===== config.mk =====
export PLATFORM = sky130hd
export DESIGN_NAME = mt1r1w_top
export DESIGN_NICKNAME = d
export VERILOG_FILES = /design/src/verilog/mt1r1w_pkg.sv /design/src/verilog/bank_map_table.sv /design/src/verilog/pbank_array.sv /design/src/verilog/mt1r1w_top.sv
export SDC_FILE = /design/constraint.sdc
export NUM_CORES = 2
export LEC_CHECK = 0
export BUFFER_PORTS_ARGS = -buffer_cell sky130_fd_sc_hd__buf_4
export CORE_AREA = 2 2 422 424
export CTS_BUF_LIST = sky130_fd_sc_hd__clkbuf_8
export CTS_CLUSTER_SIZE = 30
export DETAILED_ROUTE_END_ITERATION = 12
export DIE_AREA = 0 0 424 426
export GPL_ROUTABILITY_DRIVEN = 0
export MAX_ROUTING_LAYER = met4
export PLACE_DENSITY = 0.6
export SETUP_SLACK_MARGIN = 0.2
export SLEW_MARGIN = 20
export SYNTH_ARGS = -nofsm -noshare
export SYNTH_HDL_FRONTEND = slang
export SYNTH_HIERARCHICAL = 1
export SYNTH_SLANG_ARGS = --single-unit

===== constraint.sdc =====
create_clock -name clk -period 7.9 [get_ports clk]
set_input_delay 1.58 -clock clk [delete_from_list [all_inputs] [get_ports clk]]
set_output_delay 1.58 -clock clk [all_outputs]
set_load 0.02 [all_outputs]

===== src/verilog/mt1r1w_pkg.sv =====
// ~~~~~~~~~~~~~~~~~~~~~~~~~~~~~~~~~~~~~~~~~~~~~~~~~~~~~~~~~~
// mt1r1w shared sizes
// Word, row and bank geometry of the 1R1W memory
// ~~~~~~~~~~~~~~~~~~~~~~~~~~~~~~~~~~~~~~~~~~~~~~~~~~~~~~~~~~
package mt1r1w_pkg;

  localparam int DATA_W = 16;

  // Rows per physical bank
  localparam int NUM_ROW = 32;
  localparam int ROW_W   = 5;

  // Virtual banks seen by the address, plus one spare physical bank
  localparam int NUM_VBANK = 2;
  localparam int VBANK_W   = 1;
  localparam int NUM_PBANK = NUM_VBANK + 1;
  localparam int PBANK_W   = 2;

  // Virtual bank in the top bit, row below it
  localparam int ADDR_W = VBANK_W + ROW_W;

  // Last row of the init walk
  localparam logic [ROW_W-1:0] LAST_ROW = ROW_W'(NUM_ROW - 1);

  // Free bank of every row after init
  localparam logic [PBANK_W-1:0] SPARE_PBANK = PBANK_W'(NUM_VBANK);

endpackage


===== src/verilog/bank_map_table.sv =====
// ~~~~~~~~~~~~~~~~~~~~~~~~~~~~~~~~~~~~~~~~~~~~~~~~~~~~~~~~~~
// Bank map table
// Per-row virtual to physical bank map with a free bank;
// steers a conflicting write to the free bank and remaps
// ~~~~~~~~~~~~~~~~~~~~~~~~~~~~~~~~~~~~~~~~~~~~~~~~~~~~~~~~~~
`timescale 1ns/1ps

module bank_map_table (
  input  logic                               clk,
  input  logic                               rst_n,
  input  logic                               write,
  input  logic [mt1r1w_pkg::ADDR_W-1:0]      wr_adr,
  input  logic [mt1r1w_pkg::DATA_W-1:0]      din,
  input  logic                               read,
  input  logic [mt1r1w_pkg::ADDR_W-1:0]      rd_adr,
  output logic                               ready,
  output logic                               bank_rd_en,
  output logic [mt1r1w_pkg::PBANK_W-1:0]     bank_rd_sel,
  output logic [mt1r1w_pkg::ROW_W-1:0]       bank_rd_row,
  output logic                               bank_wr_en,
  output logic [mt1r1w_pkg::PBANK_W-1:0]     bank_wr_sel,
  output logic [mt1r1w_pkg::ROW_W-1:0]       bank_wr_row,
  output logic [mt1r1w_pkg::DATA_W-1:0]      bank_wr_data
);

  // Map entry per row: a physical bank per virtual bank, plus the free one
  logic [mt1r1w_pkg::PBANK_W-1:0] map_q  [mt1r1w_pkg::NUM_ROW][mt1r1w_pkg::NUM_VBANK];
  logic [mt1r1w_pkg::PBANK_W-1:0] free_q [mt1r1w_pkg::NUM_ROW];

  logic [mt1r1w_pkg::ROW_W-1:0]   init_cnt;
  logic                           init_last;

  logic [mt1r1w_pkg::VBANK_W-1:0] rd_vbank;
  logic [mt1r1w_pkg::ROW_W-1:0]   rd_row;
  logic [mt1r1w_pkg::VBANK_W-1:0] wr_vbank;
  logic [mt1r1w_pkg::ROW_W-1:0]   wr_row;

  logic [mt1r1w_pkg::PBANK_W-1:0] rd_pbank;
  logic [mt1r1w_pkg::PBANK_W-1:0] wr_home;
  logic [mt1r1w_pkg::PBANK_W-1:0] wr_free;

  logic                           rd_act;
  logic                           wr_act;
  logic                           conflict;

  // Address split
  assign rd_vbank = rd_adr[mt1r1w_pkg::ADDR_W-1 -: mt1r1w_pkg::VBANK_W];
  assign rd_row   = rd_adr[mt1r1w_pkg::ROW_W-1:0];
  assign wr_vbank = wr_adr[mt1r1w_pkg::ADDR_W-1 -: mt1r1w_pkg::VBANK_W];
  assign wr_row   = wr_adr[mt1r1w_pkg::ROW_W-1:0];

  // Commands are dropped until the init walk is done
  assign rd_act = read && ready;
  assign wr_act = write && ready;

  // Lookups see the map as it was before this cycle
  assign rd_pbank = map_q[rd_row][rd_vbank];
  assign wr_home  = map_q[wr_row][wr_vbank];
  assign wr_free  = free_q[wr_row];

  // Write collides with the read on the same bank
  assign conflict = rd_act && wr_act && (wr_home == rd_pbank);

  assign bank_rd_en   = rd_act;
  assign bank_rd_sel  = rd_pbank;
  assign bank_rd_row  = rd_row;

  assign bank_wr_en   = wr_act;
  assign bank_wr_sel  = conflict ? wr_free : wr_home;
  assign bank_wr_row  = wr_row;
  assign bank_wr_data = din;

  assign init_last = (init_cnt == mt1r1w_pkg::LAST_ROW);

  // Init walk over all rows, then ready
  always_ff @(posedge clk)
  begin
    if (!rst_n)
    begin
      init_cnt <= '0;
      ready    <= 1'b0;
    end
    else if (!ready)
    begin
      init_cnt <= init_cnt + 1'b1;
      if (init_last)
        ready <= 1'b1;
    end
  end

  // Identity load during init, swap with the free bank on a conflict
  always_ff @(posedge clk)
  begin
    if (!ready)
    begin
      for (int v = 0; v < mt1r1w_pkg::NUM_VBANK; v++)
        map_q[init_cnt][v] <= v[mt1r1w_pkg::PBANK_W-1:0];
      free_q[init_cnt] <= mt1r1w_pkg::SPARE_PBANK;
    end
    else if (conflict)
    begin
      // Old home bank becomes the row's free bank
      map_q[wr_row][wr_vbank] <= wr_free;
      free_q[wr_row]          <= wr_home;
    end
  end

endmodule


===== src/verilog/pbank_array.sv =====
// ~~~~~~~~~~~~~~~~~~~~~~~~~~~~~~~~~~~~~~~~~~~~~~~~~~~~~~~~~~
// Physical bank array
// Three single-port banks, port steering and read output mux
// ~~~~~~~~~~~~~~~~~~~~~~~~~~~~~~~~~~~~~~~~~~~~~~~~~~~~~~~~~~
`timescale 1ns/1ps

module pbank_array (
  input  logic                               clk,
  input  logic                               rst_n,
  input  logic                               bank_rd_en,
  input  logic [mt1r1w_pkg::PBANK_W-1:0]     bank_rd_sel,
  input  logic [mt1r1w_pkg::ROW_W-1:0]       bank_rd_row,
  input  logic                               bank_wr_en,
  input  logic [mt1r1w_pkg::PBANK_W-1:0]     bank_wr_sel,
  input  logic [mt1r1w_pkg::ROW_W-1:0]       bank_wr_row,
  input  logic [mt1r1w_pkg::DATA_W-1:0]      bank_wr_data,
  output logic [mt1r1w_pkg::DATA_W-1:0]      rd_dout,
  output logic                               rd_vld,
  output logic [mt1r1w_pkg::PBANK_W-1:0]     rd_pbank
);

  logic [mt1r1w_pkg::DATA_W-1:0]  bank_dout [mt1r1w_pkg::NUM_PBANK];
  logic [mt1r1w_pkg::PBANK_W-1:0] rd_sel_q;
  logic                           rd_vld_q;

  for (genvar b = 0; b < mt1r1w_pkg::NUM_PBANK; b++)
  begin : g_bank
    logic [mt1r1w_pkg::DATA_W-1:0] mem [mt1r1w_pkg::NUM_ROW];
    logic [mt1r1w_pkg::DATA_W-1:0] dout_q;
    logic [mt1r1w_pkg::ROW_W-1:0]  port_row;
    logic                          rd_hit;
    logic                          wr_hit;

    // Which port owns this bank this cycle
    assign rd_hit = bank_rd_en && (int'(bank_rd_sel) == b);
    assign wr_hit = bank_wr_en && (int'(bank_wr_sel) == b);

    assign port_row = rd_hit ? bank_rd_row : bank_wr_row;

    // Single port, read or write per cycle
    always_ff @(posedge clk)
    begin
      if (rd_hit)
        dout_q <= mem[port_row];
      else if (wr_hit)
        mem[port_row] <= bank_wr_data;
    end

    assign bank_dout[b] = dout_q;
  end

  // Bank select follows the data by one cycle
  always_ff @(posedge clk)
  begin
    if (bank_rd_en)
      rd_sel_q <= bank_rd_sel;
  end

  always_ff @(posedge clk)
  begin
    if (!rst_n)
      rd_vld_q <= 1'b0;
    else
      rd_vld_q <= bank_rd_en;
  end

  // Output mux over the bank read registers
  always_comb
  begin
    rd_dout = '0;
    for (int b = 0; b < mt1r1w_pkg::NUM_PBANK; b++)
    begin
      if (int'(rd_sel_q) == b)
        rd_dout = bank_dout[b];
    end
  end

  assign rd_vld   = rd_vld_q;
  assign rd_pbank = rd_sel_q;

endmodule


===== src/verilog/mt1r1w_top.sv =====
// ~~~~~~~~~~~~~~~~~~~~~~~~~~~~~~~~~~~~~~~~~~~~~~~~~~~~~~~~~~
// mt1r1w top level
// One read and one write per cycle over three 1-port banks
// ~~~~~~~~~~~~~~~~~~~~~~~~~~~~~~~~~~~~~~~~~~~~~~~~~~~~~~~~~~
`timescale 1ns/1ps

module mt1r1w_top (
  input  logic                               clk,
  input  logic                               rst_n,
  input  logic                               write,
  input  logic [mt1r1w_pkg::ADDR_W-1:0]      wr_adr,
  input  logic [mt1r1w_pkg::DATA_W-1:0]      din,
  input  logic                               read,
  input  logic [mt1r1w_pkg::ADDR_W-1:0]      rd_adr,
  output logic                               ready,
  output logic [mt1r1w_pkg::DATA_W-1:0]      rd_dout,
  output logic                               rd_vld,
  output logic [mt1r1w_pkg::PBANK_W-1:0]     rd_pbank
);

  logic                             bank_rd_en;
  logic [mt1r1w_pkg::PBANK_W-1:0]   bank_rd_sel;
  logic [mt1r1w_pkg::ROW_W-1:0]     bank_rd_row;
  logic                             bank_wr_en;
  logic [mt1r1w_pkg::PBANK_W-1:0]   bank_wr_sel;
  logic [mt1r1w_pkg::ROW_W-1:0]     bank_wr_row;
  logic [mt1r1w_pkg::DATA_W-1:0]    bank_wr_data;

  // Map table arbitrates the banks between the two ports
  bank_map_table u_map (
    .clk          (clk),
    .rst_n        (rst_n),
    .write        (write),
    .wr_adr       (wr_adr),
    .din          (din),
    .read         (read),
    .rd_adr       (rd_adr),
    .ready        (ready),
    .bank_rd_en   (bank_rd_en),
    .bank_rd_sel  (bank_rd_sel),
    .bank_rd_row  (bank_rd_row),
    .bank_wr_en   (bank_wr_en),
    .bank_wr_sel  (bank_wr_sel),
    .bank_wr_row  (bank_wr_row),
    .bank_wr_data (bank_wr_data)
  );

  pbank_array u_banks (
    .clk          (clk),
    .rst_n        (rst_n),
    .bank_rd_en   (bank_rd_en),
    .bank_rd_sel  (bank_rd_sel),
    .bank_rd_row  (bank_rd_row),
    .bank_wr_en   (bank_wr_en),
    .bank_wr_sel  (bank_wr_sel),
    .bank_wr_row  (bank_wr_row),
    .bank_wr_data (bank_wr_data),
    .rd_dout      (rd_dout),
    .rd_vld       (rd_vld),
    .rd_pbank     (rd_pbank)
  );

endmodule


==> impl_metrics.toml <==
[status]
outcome = "completed"

[clock_tree]
cts-htree-levels = 5
cts.repair.resized = 0
root_buffer = "clkbuf_8"
worstSkewPairLatency_ps = 1030
cts_made_buffers = 309
post_cts_buffers = 0
clock-sinks = 1785
cts_tree = "done"
clockBufferDepth = 4
cts_hold_buf = 0
clk_pin_slew_ps = 60

[critical_path]
rrSetupSlack_ps = 2200
worstPathArrival_ps = 7220
crit_top_cell = "buf_4"
critPathTopFamily = "compound AO/OA/AOI/OAI gates"
cp.buffers_inverters = 4
cp-startpoint = "rd_adr[2]"
required_ps = 8630
slowest_delay_ps = 960
critPathMaxFanout = 41
setup.worst_path.end_class = "flip-flop"
start_kind = "input port"
cp_num_cells = 15
reg2reg_to = "u_banks/g_bank[2].dout_q[8]$_DFFE_PN_"
path_cells = "buf_4 > mux4_2 > nand2b_1 > o21ai_0 > a211o_1 > o32ai_2 > nand3b_1 > inv_2 > nor2_1 > a31oi_2 > buf_4 > a311oi_1 > a2111oi_1 > buf_4 > nand4_1"
rr_worst_depth = 14
worstSetupPathType = "input port to flip-flop"
slowest_stage = "a2111oi_1"
regToRegStartpoint = "u_map/map_q[4][3]$_DFFE_PP_"
critPathCapture = "u_banks/g_bank[2].dout_q[8]$_DFFE_PN_"

[logic_synthesis]
synthXorXnorAreaFrac_pct = 0.0893
synth_top_family_by_area = "multiplexers"
synthArstFlopShare_pct = 0
synth_compound_area_share_pct = 6.29
synth.cell_area_sq_um = 77100
synth_cell_types = 78
ys_seq_elements = 1785
yosys_warnings = 6
synth_edf_count = 1778
synth-simple-area-share_pct = 7.87
synth_adder_area_share_pct = 0.0325
synth.avg_cell_area_sq_um = 15.6
yosysSeqAreaShare_pct = 69.5
netlist_instances = 4942
synth.mux.area_fraction_pct = 13.9
syn_nets = 4976
ys.flop_type = "edfxtp_1"

[timing]
finalSetupViolations = 0
rsz0062_at_grt = "false"
worst_pin_slew_ps = 1110
finalCriticalPeriod_ps = 6490
final.period_utilization_pct = 82.1
drv_slew = 0
max_freq_ghz = 0.154
clock_skew_ps = 100
fin_setup_tns_ps = 0
setup_ws_ps = 1410
finalHoldViolations = 0
slew_headroom_pct = 25.7

[floorplanning]
rows = 154
core_area_sq_um = 176000
die_area_sq_um = 181000
die_x_um = 424
initial_core_util_pct = 43.9
ios = 52
fp.dieH_um = 426

[detailed_routing]
first_iter_violations = 5444
viasPerCell = 6.00
routedWlPerCell_um = 27.8
vias = 46400
drc = 0
drt_first_pass_iters = 6
antenna_left = 0
totalWireLength_um = 215000

[job]
cap_viol_max_count = 0

[grt]
grt_overflow = 0
met1_usage_pct = 31.4
antenna_found_initial = 10
grt_pass1_vias = 45400
grt_max_degree = 118
grt_util_met3_pct = 3.89
met2_usage_pct = 39.2
gr-max-usage-layer = "met2"
grt_pass1_wl_um = 312000
gr-usage-all-layers_pct = 24.2

[power]
power_w = 0.0190
p_leak_nw = 28.8
pwr_density_cell_nw_per_um2 = 220
ir_worst_vdd_mv = 0.181

[place]
place.port_buffers = 51
post-place-ws_ps = 510
hpwlAfterDp_um = 130000

[layout]
drive_above_1_share_pct = 19.2
nets = 5220
area_delta_synth_final_pct = 12.0
nFillCells = 14900
final_util_pct = 49.1

[hold_path]
hp-class = "flip-flop to flip-flop"
[flip-flops by register name, summed over array words and instances, names as in the netlist]
register / cells
u_banks/rd_pbank: 2
u_banks/rd_vld: 1
u_banks/g_bank.dout_q: 48
u_banks/g_bank.mem: 1536
u_map/map_q: 128
u_map/free_q: 64
u_map/init_cnt: 5
u_map/ready: 1
[where the power goes]
group | internal (W) | switching (W)
logic | 0.000356 | 0.000752
clock network | 0.00379 | 0.00365
registers | 0.0104 | 0.00000552
[routing by layer]
layer | part of all wire (%) | routed length (um)
met5 | 0 | 0
met4 | 3.1 | 6740
met3 | 7.5 | 16200
met2 | 49 | 106000
met1 | 40 | 85900
[stage by stage]
step | instance area, sq um | hold slack, ps | std cells
final | 86300 | 601 | 7732
after global routing | 86300 | 683 | 7729
after CTS | 86300 | 608 | 7725
after detailed placement | 81000 | 597 | 7214
after global placement | 81000 | 582 | 7214
after floorplan | 77100 | 552 | 4942
[logic make-up (layout without fill, tap and decap cells)]
logic type | Yosys count | after routing
and+or+nand+nor | 1363 | 1363
xor gates and xnor gates | 7 | 7
adders and majority gates | 2 | 2
buffers and inverters | 396 | 840
DFF | 1785 | 1785
muxes | 716 | 716
other | 0 | 6
AOI/OAI and AO/OA | 673 | 673
[area by class of cell]
| cell class | instances | area (sq um) | share of cell area, % |
|---|---|---|---|
| well taps | 2340 | 2930 | 3.39 |
| repair buffers | 299 | 2560 | 2.97 |
| inverters | 30 | 113 | 0.130 |
| multi-input cells | 2761 | 21900 | 25.4 |
| clock inverters | 197 | 921 | 1.07 |
| flip-flops and latches | 1785 | 53500 | 62.0 |
| clock buffers | 314 | 4320 | 5.01 |
| diodes | 6 | 15.0 | 0.0174 |
[cell usage in the layout (no fill, tap or decap), types with 9 or more instances in the layout]
cell type	instances
o22ai_1	34
nor2_1	264
nand3_1	232
nor3_1	16
a311oi_1	20
a311o_1	21
o41ai_1	13
o221a_2	11
nand4_1	60
nor2b_1	60
mux4_1	11
a31oi_1	33
clkbuf_8	315
mux2_2	45
and3_1	20
o21ai_0	50
a22oi_2	9
a211oi_1	43
a21boi_0	19
o2bb2ai_1	13
o32ai_1	17
nor4_1	13
clkinv_2	25
inv_1	118
a21oi_1	166
mux4_2	266
nand2b_1	17
a2111oi_0	72
nand2_1	622
a32oi_1	29
a22oi_1	47
o221ai_1	11
clkinv_1	67
or2_2	12
buf_4	272
mux2i_1	387
edfxtp_1	1778
buf_12	21
[cells in the mapped netlist (7+ instances only)]
cell | n | share of area (%)
edfxtp_1 | 1778 | 69
nand2_1 | 622 | 3.0
mux2i_1 | 391 | 5.1
mux4_2 | 266 | 7.8
nor2_1 | 265 | 1.3
nand3_1 | 232 | 1.5
clkbuf_1 | 200 | 0.97
a21oi_1 | 168 | 1.1
buf_2 | 77 | 0.50
a2111oi_0 | 75 | 0.85
nor2b_1 | 61 | 0.50
nand4_1 | 60 | 0.49
o21ai_0 | 54 | 0.35
a22oi_1 | 47 | 0.46
mux2_2 | 46 | 0.67
a211oi_1 | 43 | 0.42
buf_1 | 43 | 0.21
buf_4 | 39 | 0.38
a31oi_1 | 34 | 0.28
o22ai_1 | 34 | 0.28
a32oi_1 | 29 | 0.33
inv_1 | 28 | 0.14
a311o_1 | 21 | 0.27
and3_1 | 21 | 0.17
a311oi_1 | 20 | 0.23
a21boi_0 | 19 | 0.19
nand2b_1 | 17 | 0.14
nor3_1 | 17 | 0.11
o32ai_1 | 17 | 0.19
o41ai_1 | 14 | 0.16
nor4_1 | 13 | 0.11
o2bb2ai_1 | 13 | 0.15
or2_2 | 12 | 0.097
mux4_1 | 11 | 0.38
o221a_2 | 11 | 0.16
o221ai_1 | 11 | 0.12
a21o_1 | 9 | 0.088
a22oi_2 | 9 | 0.15
nand3b_1 | 8 | 0.078
nor3b_1 | 8 | 0.078
dfxtp_1 | 7 | 0.18
[worst reg2reg max path, stage by stage, from the launching register on]
cell and delay, ps:
edfxtp_1 360, mux4_2 230, nand2b_1 110, o21ai_0 80, a211o_1 360, o32ai_2 880, nand3b_1 530, inv_2 640
nor2_1 140, a31oi_2 430, buf_4 290, a311oi_1 100, a2111oi_1 970, buf_4 240, nand4_1 80
[how the worst min path moves through the flow]
stage                                   startpoint                        endpoint  slack, ps  cells after the start
detailed placement  u_map/init_cnt[1]$_SDFFE_PN0N_  u_map/init_cnt[1]$_SDFFE_PN0N_        600                      2
finish              u_map/init_cnt[1]$_SDFFE_PN0N_  u_map/init_cnt[1]$_SDFFE_PN0N_        600                      2
floorplan           u_map/init_cnt[1]$_SDFFE_PN0N_  u_map/init_cnt[1]$_SDFFE_PN0N_        550                      2
global route        u_map/init_cnt[1]$_SDFFE_PN0N_  u_map/init_cnt[1]$_SDFFE_PN0N_        680                      2
global placement    u_map/init_cnt[1]$_SDFFE_PN0N_  u_map/init_cnt[1]$_SDFFE_PN0N_        580                      2
CTS                 u_map/init_cnt[1]$_SDFFE_PN0N_  u_map/init_cnt[1]$_SDFFE_PN0N_        610                      2
Power figures use the tool's default switching activity.
